**config.mk**
```make
export PLATFORM = sky130hd
export DESIGN_NAME = sq_alloc
export DESIGN_NICKNAME = d
export VERILOG_FILES = /design/src/sq_alloc.sv
export VERILOG_INCLUDE_DIRS = /design/src
export SDC_FILE = /design/constraint.sdc
export NUM_CORES = 1
export LEC_CHECK = 0
export BUFFER_PORTS_ARGS = -buffer_cell sky130_fd_sc_hd__buf_2
export CAP_MARGIN = 20
export CORE_ASPECT_RATIO = 0.75
export CORE_MARGIN = 1.5
export CORE_UTILIZATION = 51
export DETAILED_ROUTE_END_ITERATION = 6
export GPL_TIMING_DRIVEN = 0
export PLACE_DENSITY = 0.79
export SKIP_LAST_GASP = 1
export SYNTH_ARGS = -nofsm -noshare
export SYNTH_HDL_FRONTEND = slang
export SYNTH_SLANG_ARGS = --single-unit
```
**constraint.sdc**
```tcl
create_clock -name clock -period 5.3 [get_ports clock]
set_input_delay 1.06 -clock clock [delete_from_list [all_inputs] [get_ports clock]]
set_output_delay 1.06 -clock clock [all_outputs]
set_load 0.01 [all_outputs]
```
**src/sq_defs.svh**
```systemverilog
`ifndef SQ_DEFS_SVH
`define SQ_DEFS_SVH

// Store queue depth
`define SQ_SIZE 8
`define SQ_IDX_W ($clog2(`SQ_SIZE))
`define SQ_CNT_W ($clog2(`SQ_SIZE) + 1)

// Physical register file, sets the tag width
`define PRF_SIZE 64
`define TAG_W ($clog2(`PRF_SIZE))

// ROB index carries one extra wrap bit
`define ROB_SIZE 32
`define ROB_IDX_W ($clog2(`ROB_SIZE) + 1)

// Operand and address width
`define XLEN 64

`endif

```
**src/sq_alloc.sv**
```systemverilog
`timescale 1ns/10ps
`include "sq_defs.svh"

module sq_alloc (
	input  logic                  clock,
	input  logic                  reset,
	input  logic                  clean,
	input  logic                  dispatch1_valid,
	input  logic                  dispatch2_valid,
	input  logic                  release_head,
	output logic [`SQ_SIZE-1:0]   write1,
	output logic [`SQ_SIZE-1:0]   write2,
	output logic [`SQ_CNT_W-1:0]  free_slots,
	output logic                  full
);

	logic [`SQ_IDX_W-1:0]  tail;
	logic [`SQ_IDX_W-1:0]  tail_plus1;
	logic [`SQ_IDX_W-1:0]  tail_plus2;
	logic [`SQ_CNT_W-1:0]  count;       // Entries in use
	logic                  grant1, grant2;

	// Circular step over SQ_SIZE slots
	function automatic logic [`SQ_IDX_W-1:0] wrap_inc(input logic [`SQ_IDX_W-1:0] ptr);
		if (ptr == `SQ_IDX_W'(`SQ_SIZE - 1))
			return '0;
		return ptr + 1'b1;
	endfunction

	assign tail_plus1 = wrap_inc(tail);
	assign tail_plus2 = wrap_inc(tail_plus1);

	assign free_slots = `SQ_CNT_W'(`SQ_SIZE) - count;
	assign full       = (free_slots == '0);

	// Dispatches past the free count are dropped
	assign grant1 = dispatch1_valid && !clean && (free_slots != '0);
	assign grant2 = dispatch2_valid && !clean && (free_slots > `SQ_CNT_W'(grant1));

	always_comb begin
		write1 = '0;
		write2 = '0;
		if (grant1)
			write1[tail] = 1'b1;
		if (grant2)
			write2[grant1 ? tail_plus1 : tail] = 1'b1;   // Packs behind dispatch1
	end

	always_ff @(posedge clock) begin
		if (reset || clean) begin
			tail  <= '0;
			count <= '0;
		end else begin
			if (grant1 && grant2)
				tail <= tail_plus2;
			else if (grant1 || grant2)
				tail <= tail_plus1;
			count <= count + `SQ_CNT_W'(grant1) + `SQ_CNT_W'(grant2)
				- `SQ_CNT_W'(release_head);
		end
	end

endmodule

```
Word-level counts from Yosys, hierarchy flattened
Index checks and enable logic that the tools add are counted.
{"block": "totals", "mem_count": 0, "input_bits": 6, "rom_bits": 0, "elab_cells": 43, "latch_bits": 0, "out_inout_bits": 21, "ram_bits": 0, "ff_bits": 7}
{"block": "classes", "eq_ne": 2, "n_lt_le_gt_ge": 5, "n_reduce_logical": 13, "bitwise_logic": 0, "n_addsub": 6, "shift": 0, "mux": 15, "div": 0, "multipliers": 0}
{"op": "$mux 3", "n": 7}
{"op": "$mux 8", "n": 2}
{"op": "$add 4x1->4", "n": 2}
{"op": "$lt 3x4->1 const B", "n": 2}
{"op": "$logic_and 1x1->1", "n": 7}
{"op": "$add 3x1->3 const B", "n": 2}
{"op": "$demux 1 s3", "n": 2}
{"op": "$eq 3x3->1 const B", "n": 2}
{"op": "$ge 3x1->1 const B", "n": 2}
{"op": "$gt 4x1->1", "n": 1}
{"op": "$logic_not 4->1", "n": 1}
{"op": "$mux 1", "n": 4}
{"op": "$reduce_bool 4->1", "n": 1}
{"op": "$sub 4x1->4", "n": 1}
{"op": "$sub 4x4->4 const A", "n": 1}
{"op": "$logic_or 1x1->1", "n": 2}
{"op": "$reduce_bool 2->1", "n": 1}
{"op": "$logic_not 1->1", "n": 1}

Logic depth before layout (Yosys ltp)
{"block": "depth", "ltp_word": 9, "mapped_depth": 17, "depth_no_buf": 16}

Worst setup path before layout
No wires, ideal clock.
{"block": "synth_path", "path_type": "register to output", "from": "reg count[0]", "to": "out write2[0]", "t_required_ns": 4.240, "path_slack_ns": 1.500, "stages_incl_launch_ff": 14, "n_path_buf": 2, "t_arrival_ns": 2.740, "cell_sequence": "dfxtp_1 inv_1 ha_1 xnor2_2 nor2b_2 and2_1 nand2b_4 inv_2 buf_6 ha_1 nor2_1 o41ai_4 buf_4 nor3_1"}
{"block": "synth_via", "elab_chain_cells": 9, "word_cells_on_any_way": 12, "classes_between": "1 x add/sub; 3 x order compare; 4 x mux; 4 x reduce/logical"}
{"item": "from (decl)", "line": "sq_alloc.sv:20", "source": "logic [`SQ_CNT_W-1:0] count;"}
{"item": "from (signal assigned)", "line": "sq_alloc.sv:58", "source": "count <= count + `SQ_CNT_W'(grant1) + `SQ_CNT_W'(grant2)"}
{"item": "$sub 4x4->4 (no source line) (*)"}
{"item": "net free_slots[2]", "line": "sq_alloc.sv:13", "source": "output logic [`SQ_CNT_W-1:0] free_slots,"}
{"item": "$reduce_bool 4->1", "line": "sq_alloc.sv:37", "source": "assign grant1 = dispatch1_valid && !clean && (free_slots != '0);"}
{"item": "$logic_and 1x1->1", "line": "sq_alloc.sv:37"}
{"item": "$mux 3", "line": "sq_alloc.sv:46", "source": "write2[grant1 ? tail_plus1 : tail] = 1'b1;"}
{"item": "$lt 3x4->1 (not written as such) / $ge 3x1->1 (equally long branches)", "line": "sq_alloc.sv:46"}
{"item": "$logic_and 1x1->1 (not written as such)", "line": "sq_alloc.sv:46"}
{"item": "$mux 1", "line": "sq_alloc.sv:46"}
{"item": "$demux 1 s3", "line": "sq_alloc.sv:46"}
{"item": "$mux 8 (*)", "line": "sq_alloc.sv:45", "source": "if (grant2)"}
{"item": "to (decl)", "line": "sq_alloc.sv:12", "source": "output logic [`SQ_SIZE-1:0] write2,"}
Mark *: on every way through the listed nets, which the timed path passes. The rest lies on a longest branch.

Worst setup path in the final report
{"block": "layout_path", "from": "reg count[0]", "to": "out write2[1]"}
{"block": "layout_via", "elab_chain_cells": 9, "word_cells_on_any_way": 12, "classes_between": "1 x add/sub; 3 x order compare; 4 x mux; 4 x reduce/logical"}
{"item": "$sub 4x4->4 (no source line) (*)"}
{"item": "$reduce_bool 4->1", "line": "sq_alloc.sv:37"}
{"item": "$logic_and 1x1->1", "line": "sq_alloc.sv:37"}
{"item": "$mux 3", "line": "sq_alloc.sv:46"}
{"item": "$lt 3x4->1 (not written as such) / $ge 3x1->1 (equally long branches)", "line": "sq_alloc.sv:46"}
{"item": "$logic_and 1x1->1 (not written as such)", "line": "sq_alloc.sv:46"}
{"item": "$mux 1", "line": "sq_alloc.sv:46"}
{"item": "$demux 1 s3", "line": "sq_alloc.sv:46"}
{"item": "$mux 8 (*)", "line": "sq_alloc.sv:45"}
Mark *: on every way between the ends. The rest lies on a longest branch, timed or not.

==> impl_metrics.yaml <==
outcome:
  status: "finished clean"
clock_network:
  clock_path_buffers: 2
  cts_sinks: 7
  postCtsHoldBufs: 0
  cts_setup_buffers: 0
  cts-resized-gates: 0
  cts_tree: "yes"
  root_buffer: "clkbuf_4"
  h-tree-depth: 1
  insertion_delay_ps: 270
  clk_pin_slew_ps: 60
  cts_made_buffers: 3
routing:
  ant_nets: 0
  remaining_drc_errors: 0
  dr.pass1.iters: 4
  initialDrtViolationCount: 32
  wire_per_inst_um: 13.0
  drt-vias-per-instance: 5.49
  vias: 912
  wirelength_mm: 2.17
cells_and_area:
  final_common_cell: "buf_2"
  syn_to_final_growth_pct: 19.9
  drive_above_1_share: 0.347
  most-common-layout-cells: "buf_2 (26), nor3_1 (14), nor2_1 (10), ha_1 (10), inv_1 (9)"
  fill_cells: 158
  diodes: 0
  utilization: 0.647
  final_cell_count_no_fill: 166
  finalNetCount: 163
timing:
  max_slew_margin: 0.658
  period_needed_ps: 4250
  clock.fmax_ghz: 0.236
  fin_skew_ps: 9.47
  slew_viol_final: 0
  report.final.setup_viol: 0
  period_share: 0.801
  setup_ws_ps: 1050
  rsz0062_at_grt: "false"
  hold_viol: 0
  timing_worst_slew_pin_value_ps: 511
  setup_tns_ps: 0
synth:
  avgSynthCellArea_um2: 8.15
  synth_area_leader_cell: "dfxtp_1"
  synth_area_um2: 930
  synth_nets: 132
  yosys-top-cells-area: "dfxtp_1 (15%), ha_1 (13%), nor3_1 (7.5%), fa_1 (4.3%), nor2_1 (4.0%)"
  synth.ff_latch_count: 7
  ys_types: 40
  post-synth-top-area-fraction: 0.151
  ys_seq_area_frac: 0.151
  synth_warnings: 0
  syn_inst: 114
setup_path:
  worstSetupStartpointType: "flip-flop"
  regToRegStartpoint: "count[0]$_SDFF_PP0_"
  worstPathArrival_ps: 3190
  reg2reg_setup_slack_ps: 1480
  cp-end-kind: "output pin"
  crit_required_ps: 4240
  crit_path_max_fanout: 10
  critPathKind: "reg2out"
  worstRegToRegCells: 17
  r2r-end: "count[3]$_SDFF_PP0_"
place:
  dp_hpwl_mm: 1.70
  dp_slack_ps: 1220
  placed_cells: 162
  port_buffers: 26
  gp_congestion: 0.842
floorplan:
  io_pins: 27
  fp.dieW_um: 52.3
  core_um2: 1720
  start_util: 0.539
  rows: 13
  dieArea_um2: 2090
  die_height_um: 40.0
power_and_ir_drop:
  power.switching_w: 0.000152
  pwr-share-comb: 0.621
  switching_share: 0.473
  p_seq_frac: 0.211
  p_leak_nw: 0.532
  p_int_w: 0.000170
  irDropWorstVdd_mv: 0.204
  p_per_area_nw_per_um2: 289
  clkPwrFrac: 0.168
global_routing:
  grt_pass1_wl_mm: 3.24
  grt-ovfl-total: 0
  grtUsageTotal: 0.220
  first_global_vias: 672
  grt_max_degree: 11
  antenna_found_initial: 0
hold_path:
  whs_endpoint: "count[3]$_SDFF_PP0_"
  whs_path_depth: 3
  min_from: "count[3]$_SDFF_PP0_"
  min_path_type: "reg2reg"
run:
  maxCapViolCount: 0
## power groups by stage
stage / Sequential [W] / Combinational [W] / Clock (W)
3_5_place_dp: 0.0000693 / 0.000199 / 0
2_1_floorplan: 0.0000674 / 0.000153 / 0
4_1_cts: 0.0000681 / 0.000201 / 0.0000550
3_3_place_gp: 0.0000689 / 0.000192 / 0
6_report: 0.0000680 / 0.000200 / 0.0000541
5_1_grt: 0.0000694 / 0.000221 / 0.0000580
## synthesized netlist by cell type, drive strengths merged
cell / number
nand2b: 5
mux2: 4
dfxtp: 7
mux2i: 4
and4: 1
fa: 2
o31a: 1
and3: 1
inv: 12
buf: 3
xor2: 3
nand3: 3
o311ai: 1
o41ai: 1
and2: 3
a21oi: 5
o31ai: 1
nand4: 1
nor2: 10
clkbuf: 2
a211oi: 2
o21ai: 3
or3: 1
o32ai: 1
nor2b: 3
or2: 2
nor3: 14
ha: 10
nand2: 5
xnor2: 1
a2111oi: 2
## per-stage QoR
step                power, W  hold WS (ps)  cell area [µm²]
floorplan           0.000220           601              930
global placement    0.000261           629             1090
detailed placement  0.000269           640             1090
CTS                 0.000324           653             1110
global route        0.000349           682             1110
finish              0.000322           645             1110
## registers in the layout, summed over array words and instances (netlist names)
| register | cells |
|---|---|
| tail | 3 |
| count | 4 |
## cell families (layout without fill, tap and decap cells)
logic type | Yosys count | in the layout | share of synthesized area
AO/OA/AOI/OAI | 17 | 17 | 0.149
XOR/XNOR | 4 | 4 | 0.0538
adder cells (fa/ha/maj) | 12 | 12 | 0.178
buffers and inverters | 17 | 47 | 0.0848
flip-flops | 7 | 7 | 0.151
multiplexers | 8 | 8 | 0.104
AND/OR/NAND/NOR | 49 | 49 | 0.280
## worst max-delay path by stage
stage / startpoint / slack (ps) / endpoint
2_1_floorplan: count[0]$_SDFF_PP0_ / 1500 / write2[0]
3_3_place_gp: clean / 1310 / write2[1]
3_5_place_dp: clean / 1220 / write2[1]
4_1_cts: count[0]$_SDFF_PP0_ / 1010 / write2[1]
5_1_grt: count[0]$_SDFF_PP0_ / 800 / write2[6]
6_report: count[0]$_SDFF_PP0_ / 1050 / write2[1]
## critical path, cell delays in order, from the launching register on
cell and delay, ps:
dfxtp_1 400, inv_1 110, ha_1 240, xnor2_2 300, nor2b_2 120, and2_1 190, nand2b_4 170, inv_2 120
buf_6 150, ha_1 230, nor2_1 210, o41ai_4 120, buf_4 210, nor3_1 190, buf_2 160
## per-layer routing
layer  track usage  part of all wire  up-vias  routed length (µm)
met4        0.0769             0.014        0                  30
met1         0.341              0.50      423                1080
met3        0.0336             0.052        4                 112
met2         0.303              0.44       27                 945
li1              -                 -      458                   -
met5             0                 0        -                   0
## cell type report
cell class,count,area [µm²],share of cell area
clock inverters,1,5.00,0.00449
repair buffers,26,130,0.117
flip-flops and latches,7,140,0.126
inverters,12,45.0,0.0404
plain buffers,5,33.8,0.0303
clock buffers,3,22.5,0.0202
well taps,22,27.5,0.0247
multi-input cells,90,711,0.637
Note: power is estimated with default switching activity, not from simulation.
