--- config.mk ---
export PLATFORM = sky130hd
export DESIGN_NAME = sq_one_entry
export DESIGN_NICKNAME = d
export VERILOG_FILES = /design/src/core_pkg.sv /design/src/sq_one_entry.sv
export VERILOG_INCLUDE_DIRS = /design/src
export SDC_FILE = /design/constraint.sdc
export NUM_CORES = 1
export LEC_CHECK = 0
export ABC_CLOCK_PERIOD_IN_PS = 20700
export BUFFER_PORTS_ARGS = -buffer_cell sky130_fd_sc_hd__buf_4
export CAP_MARGIN = 10
export CORE_AREA = 2 2 413 415
export DETAILED_ROUTE_END_ITERATION = 12
export DIE_AREA = 0 0 415 417
export GPL_TIMING_DRIVEN = 0
export PLACE_DENSITY_LB_ADDON = 0.15
export SETUP_SLACK_MARGIN = 0.5
export SLEW_MARGIN = 20
export SYNTH_ARGS = -nofsm -noshare
export SYNTH_HDL_FRONTEND = slang
export SYNTH_SLANG_ARGS = --single-unit
--- constraint.sdc ---
create_clock -name clock -period 20.7 [get_ports clock]
set_input_delay 4.14 -clock clock [delete_from_list [all_inputs] [get_ports clock]]
set_output_delay 4.14 -clock clock [all_outputs]
set_load 0.1 [all_outputs]
--- src/sq_defs.svh ---
`ifndef SQ_DEFS_SVH
`define SQ_DEFS_SVH

// Store queue depth
`define SQ_SIZE 8
`define SQ_IDX_W ($clog2(`SQ_SIZE))
`define SQ_CNT_W ($clog2(`SQ_SIZE) + 1)

// Physical register file, sets the tag width
`define PRF_SIZE 64
`define TAG_W ($clog2(`PRF_SIZE))

// ROB index carries one extra wrap bit
`define ROB_SIZE 32
`define ROB_IDX_W ($clog2(`ROB_SIZE) + 1)

// Operand and address width
`define XLEN 64

`endif

--- src/core_pkg.sv ---
`include "sq_defs.svh"

package core_pkg;

	// One store coming out of rename/dispatch
	typedef struct packed {
		logic                   valid;
		logic [`XLEN-1:0]       pc;
		logic [31:0]            inst;
		logic [`XLEN-1:0]       opa;        // Displacement
		logic [`XLEN-1:0]       opb;        // Base value or tag
		logic                   opb_valid;
		logic [`XLEN-1:0]       rega;       // Store data value or tag
		logic                   rega_valid;
		logic [`ROB_IDX_W-1:0]  rob_idx;
		logic [`TAG_W-1:0]      dest;
	} sq_dispatch_t;

	// One result broadcast on a common data bus
	typedef struct packed {
		logic                   valid;
		logic [`TAG_W-1:0]      tag;
		logic [`XLEN-1:0]       value;
	} cdb_t;

	// What a queue entry presents to the issue unit
	typedef struct packed {
		logic                   inuse;
		logic                   ready;      // Address and data both known
		logic                   requested;
		logic [`XLEN-1:0]       pc;
		logic [31:0]            inst;
		logic [`XLEN-1:0]       opa;
		logic [`XLEN-1:0]       opb;
		logic [`ROB_IDX_W-1:0]  rob_idx;
		logic [`XLEN-1:0]       data;
	} sq_entry_t;

endpackage

--- src/sq_one_entry.sv ---
`timescale 1ns/10ps
`include "sq_defs.svh"

module sq_one_entry (
	input  logic                  clock,
	input  logic                  reset,
	input  logic                  clean,
	input  logic                  write1,
	input  logic                  write2,
	input  logic                  request,
	input  logic                  free,
	input  core_pkg::sq_dispatch_t dispatch1,
	input  core_pkg::sq_dispatch_t dispatch2,
	input  core_pkg::cdb_t        cdb1,
	input  core_pkg::cdb_t        cdb2,
	output core_pkg::sq_entry_t   entry
);

	logic                   inuse;
	logic                   requested;
	logic                   addr_valid;     // opb holds the base value
	logic                   data_valid;     // data holds the store value
	logic [`XLEN-1:0]       pc;
	logic [31:0]            inst;
	logic [`XLEN-1:0]       opa;
	logic [`XLEN-1:0]       opb;
	logic [`ROB_IDX_W-1:0]  rob_idx;
	logic [`XLEN-1:0]       data;

	core_pkg::sq_dispatch_t src;
	logic                   load;
	logic                   wake_b1, wake_b2;
	logic                   wake_d1, wake_d2;

	assign load = write1 | write2;
	assign src  = write1 ? dispatch1 : dispatch2;   // write1 wins when both strobe

	// Tag match on either bus while the operand is still missing
	assign wake_b1 = inuse && !addr_valid && cdb1.valid && (opb[`TAG_W-1:0] == cdb1.tag);
	assign wake_b2 = inuse && !addr_valid && cdb2.valid && (opb[`TAG_W-1:0] == cdb2.tag);
	assign wake_d1 = inuse && !data_valid && cdb1.valid && (data[`TAG_W-1:0] == cdb1.tag);
	assign wake_d2 = inuse && !data_valid && cdb2.valid && (data[`TAG_W-1:0] == cdb2.tag);

	always_ff @(posedge clock) begin
		if (reset || clean) begin
			inuse      <= 1'b0;
			requested  <= 1'b0;
			addr_valid <= 1'b0;
			data_valid <= 1'b0;
		end else if (load) begin
			inuse      <= 1'b1;
			requested  <= 1'b0;
			addr_valid <= src.opb_valid;
			data_valid <= src.rega_valid;
		end else if (free) begin
			inuse      <= 1'b0;
			requested  <= 1'b0;
			addr_valid <= 1'b0;
			data_valid <= 1'b0;
		end else begin
			if (wake_b1 || wake_b2)
				addr_valid <= 1'b1;
			if (wake_d1 || wake_d2)
				data_valid <= 1'b1;
			if (request)
				requested <= 1'b1;
		end
	end

	always_ff @(posedge clock) begin
		if (load) begin
			pc      <= src.pc;
			inst    <= src.inst;
			opa     <= src.opa;
			opb     <= src.opb;
			rob_idx <= src.rob_idx;
			data    <= src.rega;
		end else begin
			if (wake_b1)
				opb <= cdb1.value;
			else if (wake_b2)
				opb <= cdb2.value;
			if (wake_d1)
				data <= cdb1.value;
			else if (wake_d2)
				data <= cdb2.value;
		end
	end

	always_comb begin
		entry.inuse     = inuse;
		entry.ready     = inuse && addr_valid && data_valid;
		entry.requested = requested;
		entry.pc        = pc;
		entry.inst      = inst;
		entry.opa       = opa;
		entry.opb       = opb;
		entry.rob_idx   = rob_idx;
		entry.data      = data;
	end

endmodule

* Yosys cells after proc, flatten, opt, wreduce, memory -nomap -nowiden
Cells that the tools add are included.
** Storage, ports and cells
- RAM bits :: 0
- Bits in latches :: 0
- Bits in read-only memories :: 0
- Bits of input ports :: 755
- Memories :: 0
- Output and inout port bits :: 297
- Register bits :: 298
- Logic and storage cells :: 53
** Cells by class
- Shift operators :: 0
- $lt $le $gt $ge :: 0
- Multiply operators :: 0
- Reductions and logical operators :: 23
- Bitwise logic cells :: 1
- Muxes and demuxes :: 15
- Equality and inequality tests :: 4
- $add $sub $neg :: 0
- Div/mod/pow operators :: 0
** Operator list (number)
- two-way mux 64 bit :: 6
- two-way mux 302 bit :: 1
- equality test 6 bit :: 4
- logical AND 1 bit :: 12
- nonzero test 3 bit :: 4
- two-way mux 1 bit :: 8
- logical OR 1 bit :: 3
- OR reduction 3 bit :: 1
- zero test 1 bit :: 2
- nonzero test 2 bit :: 1
- bitwise OR 1 bit :: 1

* Longest topological paths before layout
Gate-level depths: netlist (run 1).
- Depth after elaboration :: 8
- Gate-level depth with buffers :: 7
- Depth with buffers taken out :: 4

* Least setup slack after synthesis (run 1)
Ideal clock, no wire load.
- Path kind :: in2reg
- From :: input port write1
- To :: register opb[58], data pin
- Path buffers :: 2
- Path slack :: 10.733 ns
- Data required time :: 20.518 ns
- Arrival :: 9.785 ns
- Stages on the path :: 6
- Setup time :: 0.182 ns
- Cells stage by stage :: buf_4 > nor2_1 > inv_2 > clkbuf_1 > nor2_1 > a211oi_1
** On the way
- Longest elaborated chain between the ends :: 2
- Elaborated cells on any way between the ends :: 3
- Those cells by class :: mux (2); bitwise (1)
** Ends and longest elaborated chain
- from (decl) :: RTL line sq_one_entry.sv:8 : input logic write1,
- bitwise OR 1 bit :: RTL line sq_one_entry.sv:35 : assign load = write1 | write2;
- net load :: RTL line sq_one_entry.sv:31 : logic load;
- two-way mux 64 bit :: RTL line sq_one_entry.sv:71 : if (load) begin
- to (signal assigned) :: RTL line sq_one_entry.sv:75 : opb <= src.opb;
- to (signal assigned) :: RTL line sq_one_entry.sv:80 : opb <= cdb1.value;
- to (signal assigned) :: RTL line sq_one_entry.sv:82 : opb <= cdb2.value;
- to (decl) :: RTL line sq_one_entry.sv:26 : logic [`XLEN-1:0] opb;
The timed path passes the listed nets, and every way through them passes these cells.
A chain may end at the register's enable or synchronous reset.

* Final worst setup path (run 1)
- From :: input port cdb1[69] (netlist name)
- To :: register data[12] (enable)
** On the way
- Longest elaborated chain between the ends :: 3
** Ends and longest elaborated chain
- from (decl) :: RTL line sq_one_entry.sv:14 : input core_pkg::cdb_t cdb1,
- equality test 6 bit :: RTL line sq_one_entry.sv:41 : assign wake_d1 = inuse && !data_valid && cdb1.valid && (data[`TAG_W-1:0] == cdb1.tag);
- logical AND 1 bit :: RTL line sq_one_entry.sv:41
- nonzero test 3 bit (no line)
- to (signal assigned) :: RTL line sq_one_entry.sv:77 : data <= src.rega;
- to (signal assigned) :: RTL line sq_one_entry.sv:84 : data <= cdb1.value;
- to (signal assigned) :: RTL line sq_one_entry.sv:86 : data <= cdb2.value;
- to (decl) :: RTL line sq_one_entry.sv:28 : logic [`XLEN-1:0] data;
Every way passes these cells.

==> impl_metrics.yaml, run 1 <==
yosys:
  synth_flop_cell: "edfxtp_1"
  syn_inst: 1151
  syn_area_um2: 15700
  synth_seq_cells: 298
  yosysWarnings: 0
  synth_top_area_frac: 0.564
  ys_types: 34
  synthTopCellsByArea: "edfxtp_1 56%, mux2_2 12%, a211oi_2 8.7%, o22ai_1 5.1%, a21oi_2 2.7%"
  synth-edff-count: 294
  synth_area_leader_cell: "edfxtp_1"
  ys_seq_area_frac: 0.569
  async_flop_share: 0
  syn_avg_cell_area_um2: 13.6
  synth_nets: 1906
timing:
  setup_ws_ns: 13.94
  fin_setup_tns_ns: 0
  setup-violations-final: 0
  drv_slew: 0
  max_slew.worst_pin.slew_ns: 1.02
  slew_headroom: 0.321
  hold_viol: 0
  clock-skew-final_ns: 0.0422
  period_share: 0.327
  max_freq_mhz: 148
  rsz0062_at_grt: "no"
  min_period_ns: 6.76
drt:
  drcViolationCount: 0
  wl_mm: 120
  drt-vias-per-instance: 3.31
  wl_per_cell_um: 26.6
  ant_nets: 0
  met1_length_mm: 45.4
  wl_met3_mm: 6.05
  vias: 14900
  highest_layer: "met5"
  drt_iter0_markers: 880
  met2_length_mm: 66.9
  drt-pass1-iter-count: 6
grt:
  overflow: 0
  grt_pass1_wl_mm: 154
  grt_antenna_before_repair: 14
  grt_pass1_vias: 15600
  grtUsageTotal: 0.132
  grt_max_degree: 45
critical_path:
  path_cells: "buf_4, xor2_1, nor3_2, buf_2, buf_2, nand2_1, nand3_4, buf_12, buf_16"
  arrival_ns: 7.04
  path_delay_family: "buffers and inverters"
  slowest_delay_ns: 0.50
  path_buf_inv: 5
  startpoint_type: "input port"
  required_ns: 20.98
  rr_worst_depth: 8
  end_kind: "register"
  crit_top_cell: "buf_2"
  cp_max_fo: 32
  setup.worst_path.class: "in -> reg"
  cp_slowest_cell: "buf_2"
  cp_num_cells: 9
clock_tree:
  cts_setup_buffers: 0
  cts_buffers: 46
  path_clk_slew_ns: 0.06
  postCtsHoldBufs: 0
  clock_latency_ns: 0.64
  cts_tree: "yes"
  cts_sinks: 298
  root_buffer: "clkbuf_16"
  cts-htree-levels: 2
  cts.repair.resized: 0
  clock_path_buffers: 3
floorplanning:
  die_w_um: 415
  rows: 151
  die_area_um2: 173000
  die_h_um: 417
  ios: 1052
  initial_core_util: 0.0929
  fp.coreArea_um2: 169000
placed_design:
  io_buffers: 1036
  place_congestion: 0.811
  hpwlAfterDp_mm: 100
  post-place-ws_ns: 12.99
  postPlaceCellArea_um2: 26500
finish:
  syn2layout_area_growth_pct: 78.3
  finalInstanceArea_um2: 27900
  nNetsFinal: 2999
  layout-drive-gt1-share: 0.661
power:
  power.density_nw_per_um2: 86.9
  ir_drop_uv: 47.0
  p_leak_nw: 11.0
  finalPower_mw: 2.43
worst_hold_path:
  holdPathStages: 2
  min_path_type: "reg -> reg"
status:
  status: "finished clean"
job:
  drv_cap: 0
## worst register-to-register path, stage by stage (launching register included)
cell and delay [ns]:
edfxtp_1 0.52, xor2_1 0.21, nor3_2 0.43, buf_2 0.50, buf_2 0.50, nand2_1 0.21, nand3_4 0.39, buf_12 0.26
buf_16 0.25
## registers in the layout, indices dropped and copies added, names as in the netlist
signal      cells
data           64
opa            64
opb            64
pc             64
inst           32
rob_idx         6
addr_valid      1
data_valid      1
inuse           1
requested       1
## cell usage after synthesis (2+ instances only)
cell type	instances
a211oi_1	19
or3_1	64
nand2_1	4
xor2_1	20
mux2_2	166
inv_1	2
nand4_1	2
clkbuf_1	44
buf_4	21
buf_12	4
o22ai_1	128
a211oi_2	109
a211o_1	2
a21oi_1	81
edfxtp_1	294
nor2_1	67
o211ai_1	2
dfxtp_1	4
a31oi_1	2
a21oi_2	48
nand3b_1	2
xnor2_1	4
buf_2	34
buf_6	8
nor3_1	9
nand3_1	2
and2_1	2
## cell families (layout without fill, tap and decap cells)
kind of cell / count (synthesis) / count (layout) / synth area share
flip-flops: 298 / 298 / 0.569
other: 0 / 3 / 0
XOR/XNOR: 24 / 24 / 0.0134
AND/OR/NAND/NOR: 156 / 156 / 0.0518
buffers and inverters: 115 / 1242 / 0.0434
AO/OA/AOI/OAI: 392 / 392 / 0.203
multiplexers: 166 / 166 / 0.119
## power by group
group	internal [mW]	total [mW]	switching, mW
clock network	0.460	0.800	0.340
registers	0.737	0.760	0.0225
logic	0.228	0.867	0.639
## stage by stage
step / util / hold WS (ns) / instances
after floorplan: - / 0.516 / 1151
after global placement: 0.156 / 0.552 / 4405
after detailed placement: 0.157 / 0.544 / 4414
after CTS: 0.166 / 0.560 / 4496
after global routing: 0.166 / 0.620 / 4496
final: 0.166 / 0.558 / 4499
## final timing paths
kind	end	slack [ns]	from
max	data[12]	13.94	cdb1[69]
min	requested	0.56	requested
max reg2reg	data[12]	17.03	data[5]
min reg2reg	requested	0.56	requested
## metal layers
layer | up-vias | global-route usage
li1 | 6813 | -
met5 | - | 0
met2 | 545 | 0.258
met1 | 7461 | 0.147
met3 | 72 | 0.0261
met4 | 2 | 0.0206
## cells in the final DEF (no fill, tap or decap), types with 3 or more instances in the layout
| cell type | synthesis | final |
|---|---|---|
| clkbuf_2 | 1 | 4 |
| diode_2 | 0 | 3 |
| nand2_1 | 4 | 4 |
| buf_4 | 21 | 1057 |
| edfxtp_1 | 294 | 294 |
| a21oi_2 | 48 | 48 |
| clkinv_2 | 0 | 5 |
| a211oi_1 | 19 | 19 |
| o22ai_1 | 128 | 128 |
| buf_2 | 34 | 34 |
| clkbuf_1 | 44 | 52 |
| buf_12 | 4 | 9 |
| bufinv_16 | 0 | 4 |
| mux2_2 | 166 | 166 |
| a211oi_2 | 109 | 109 |
| clkbuf_16 | 0 | 46 |
| clkinv_1 | 0 | 11 |
| buf_16 | 0 | 4 |
| or3_1 | 64 | 64 |
| nor3_1 | 9 | 9 |
| buf_6 | 8 | 8 |
| a21oi_1 | 81 | 81 |
| dfxtp_1 | 4 | 4 |
| xnor2_1 | 4 | 4 |
| nor2_1 | 67 | 67 |
| xor2_1 | 20 | 20 |
## final cells by class
cell class | instances | area, um^2
diodes | 3 | 7.51
plain buffers | 112 | 676
clock buffers | 58 | 1200
clock inverters | 24 | 265
fillers | 18900 | 141000
inverters | 3 | 11.3
multi-input cells | 738 | 6100
flip-flops and latches | 298 | 8910
well taps | 2218 | 2780
repair buffers | 1045 | 7990
Power figures use the tool's default switching activity.
==> inputs of run 2 (changes only) <==
Settings changed: ABC_CLOCK_PERIOD_IN_PS 20700 to 5730, CORE_AREA 2 2 413 415 to 2 2 411 413, DIE_AREA 0 0 415 417 to 0 0 413 415.
Clock period 20.7 ns to 5.73 ns, I/O delays scaled along.
==> run 2 against run 1 <==
  * Clock skew decreased by 0.027 ns
  * Global-route usage increased by 0.72 points
  * First-iteration DRC count decreased by 24%
  * Setup slack got worse by 12 ns
  * Critical endpoint is now opb[8]
  * Highest routed layer unchanged
==> impl_metrics.yaml, run 2 (synthesis gave the netlist of run 1 again) <==
status:
  status: "finished clean"
clock_tree:
  cts_sinks: 298
  clock_latency_ns: 0.64
  postCtsHoldBufs: 0
  path_clk_slew_ns: 0.05
  cts_buffers: 48
  cts_tree: "yes"
  clock_path_buffers: 3
  cts.repair.resized: 0
  cts_setup_buffers: 0
  cts-htree-levels: 2
  root_buffer: "clkbuf_16"
critical_path:
  setup.worst_path.class: "reg -> reg"
  end_kind: "register"
  path_cells: "xor2_1, nor3_1, buf_2, buf_2, nand2_1, nand3_4, buf_16"
  slowest_delay_ns: 0.60
  path_delay_family: "buffers and inverters"
  cp_max_fo: 29
  crit_top_cell: "buf_2"
  startpoint_type: "register"
  required_ns: 6.04
  arrival_ns: 4.00
  cp_slowest_cell: "edfxtp_1"
  path_buf_inv: 3
grt:
  grt_antenna_before_repair: 29
  grt_pass1_vias: 16200
  overflow: 0
  grtUsageTotal: 0.139
  grt_pass1_wl_mm: 158
  grt_max_degree: 78
finish:
  finalNonFillerCells: 4497
  fin_util: 0.168
  multi_input_area_um2: 6100
  nNetsFinal: 3000
  mostFrequentLayoutCell: "buf_4"
  layout-drive-gt1-share: 0.664
  fillCellCount: 18800
  finalInstanceArea_um2: 28000
  regArea_um2: 8910
  syn2layout_area_growth_pct: 78.8
  mostFrequentLayoutCells: "1,057 x buf_4, 294 x edfxtp_1, 166 x mux2_2"
floorplanning:
  fp.coreArea_um2: 167000
  die_area_um2: 171000
  initial_core_util: 0.0940
  die_h_um: 415
  rows: 150
  ios: 1052
  die_w_um: 413
timing:
  clock-skew-final_ns: 0.0150
  setup_ws_ns: 2.04
  hold_slack_ns: 0.565
  rsz0062_at_grt: "no"
  max_slew.worst_pin.slew_ns: 1.06
  hold_viol: 0
  slew_headroom: 0.289
  setup-violations-final: 0
  min_period_ns: 3.69
  fin_setup_tns_ns: 0
  max_freq_mhz: 271
  period_share: 0.644
  drv_slew: 0
drt:
  drcViolationCount: 0
  drt_iter0_markers: 668
  ant_nets: 0
  drt-pass1-iter-count: 4
  drt-vias-per-instance: 3.36
  met2_length_mm: 63.2
  vias: 15100
  wl_met3_mm: 10.8
  met1_length_mm: 48.3
  wl_mm: 125
  highest_layer: "met5"
  wl_per_cell_um: 27.8
placed_design:
  post-place-ws_ns: 1.33
  postPlaceCellArea_um2: 26500
  dp_cells: 4399
  place_congestion: 0.885
  hpwlAfterDp_mm: 104
  io_buffers: 1036
worst_hold_path:
  min_path_type: "reg -> reg"
power:
  p_leak_nw: 11.0
  power.density_nw_per_um2: 320
  ir_drop_uv: 192
  finalPower_mw: 8.95
job:
  drv_cap: 0
==> run 2: path summary, 6_finish.rpt <==
path	start	endpoint	slack [ns]	depth (start not counted)
setup / recovery	opb[3]	opb[8]	2.04	7
hold / removal	requested	requested	0.57	2
setup reg to reg	opb[3]	opb[8]	2.04	7
hold reg to reg	requested	requested	0.57	2
==> run 2: layer usage <==
| metal | track usage | vias to the layer above |
|---|---|---|
| li1 | - | 6830 |
| met1 | 0.157 | 7419 |
| met2 | 0.247 | 741 |
| met3 | 0.0462 | 120 |
| met4 | 0.0385 | 6 |
| met5 | 0 | - |
==> run 2: final cells by class <==
class,count,area share
buffer,112,0.0246
inverter,3,0.000402
timing repair buffer,1044,0.285
clock buffer,57,0.0441
multi-input combinational,738,0.218
sequential,298,0.318
tap,2204,0.0985
antenna,16,0.00143
clock inverter,25,0.00974
==> run 2: tightest hold or removal path, stage by stage, from the launching register on <==
cell     delay [ns]
dfxtp_1        0.31
o21ai_0        0.16
nor3_1         0.05
==> run 2: where the power goes <==
group          switching [mW]  internal, mW
registers              0.0855          2.66
logic                    2.36         0.825
clock network            1.30          1.72
total                    3.75          5.21
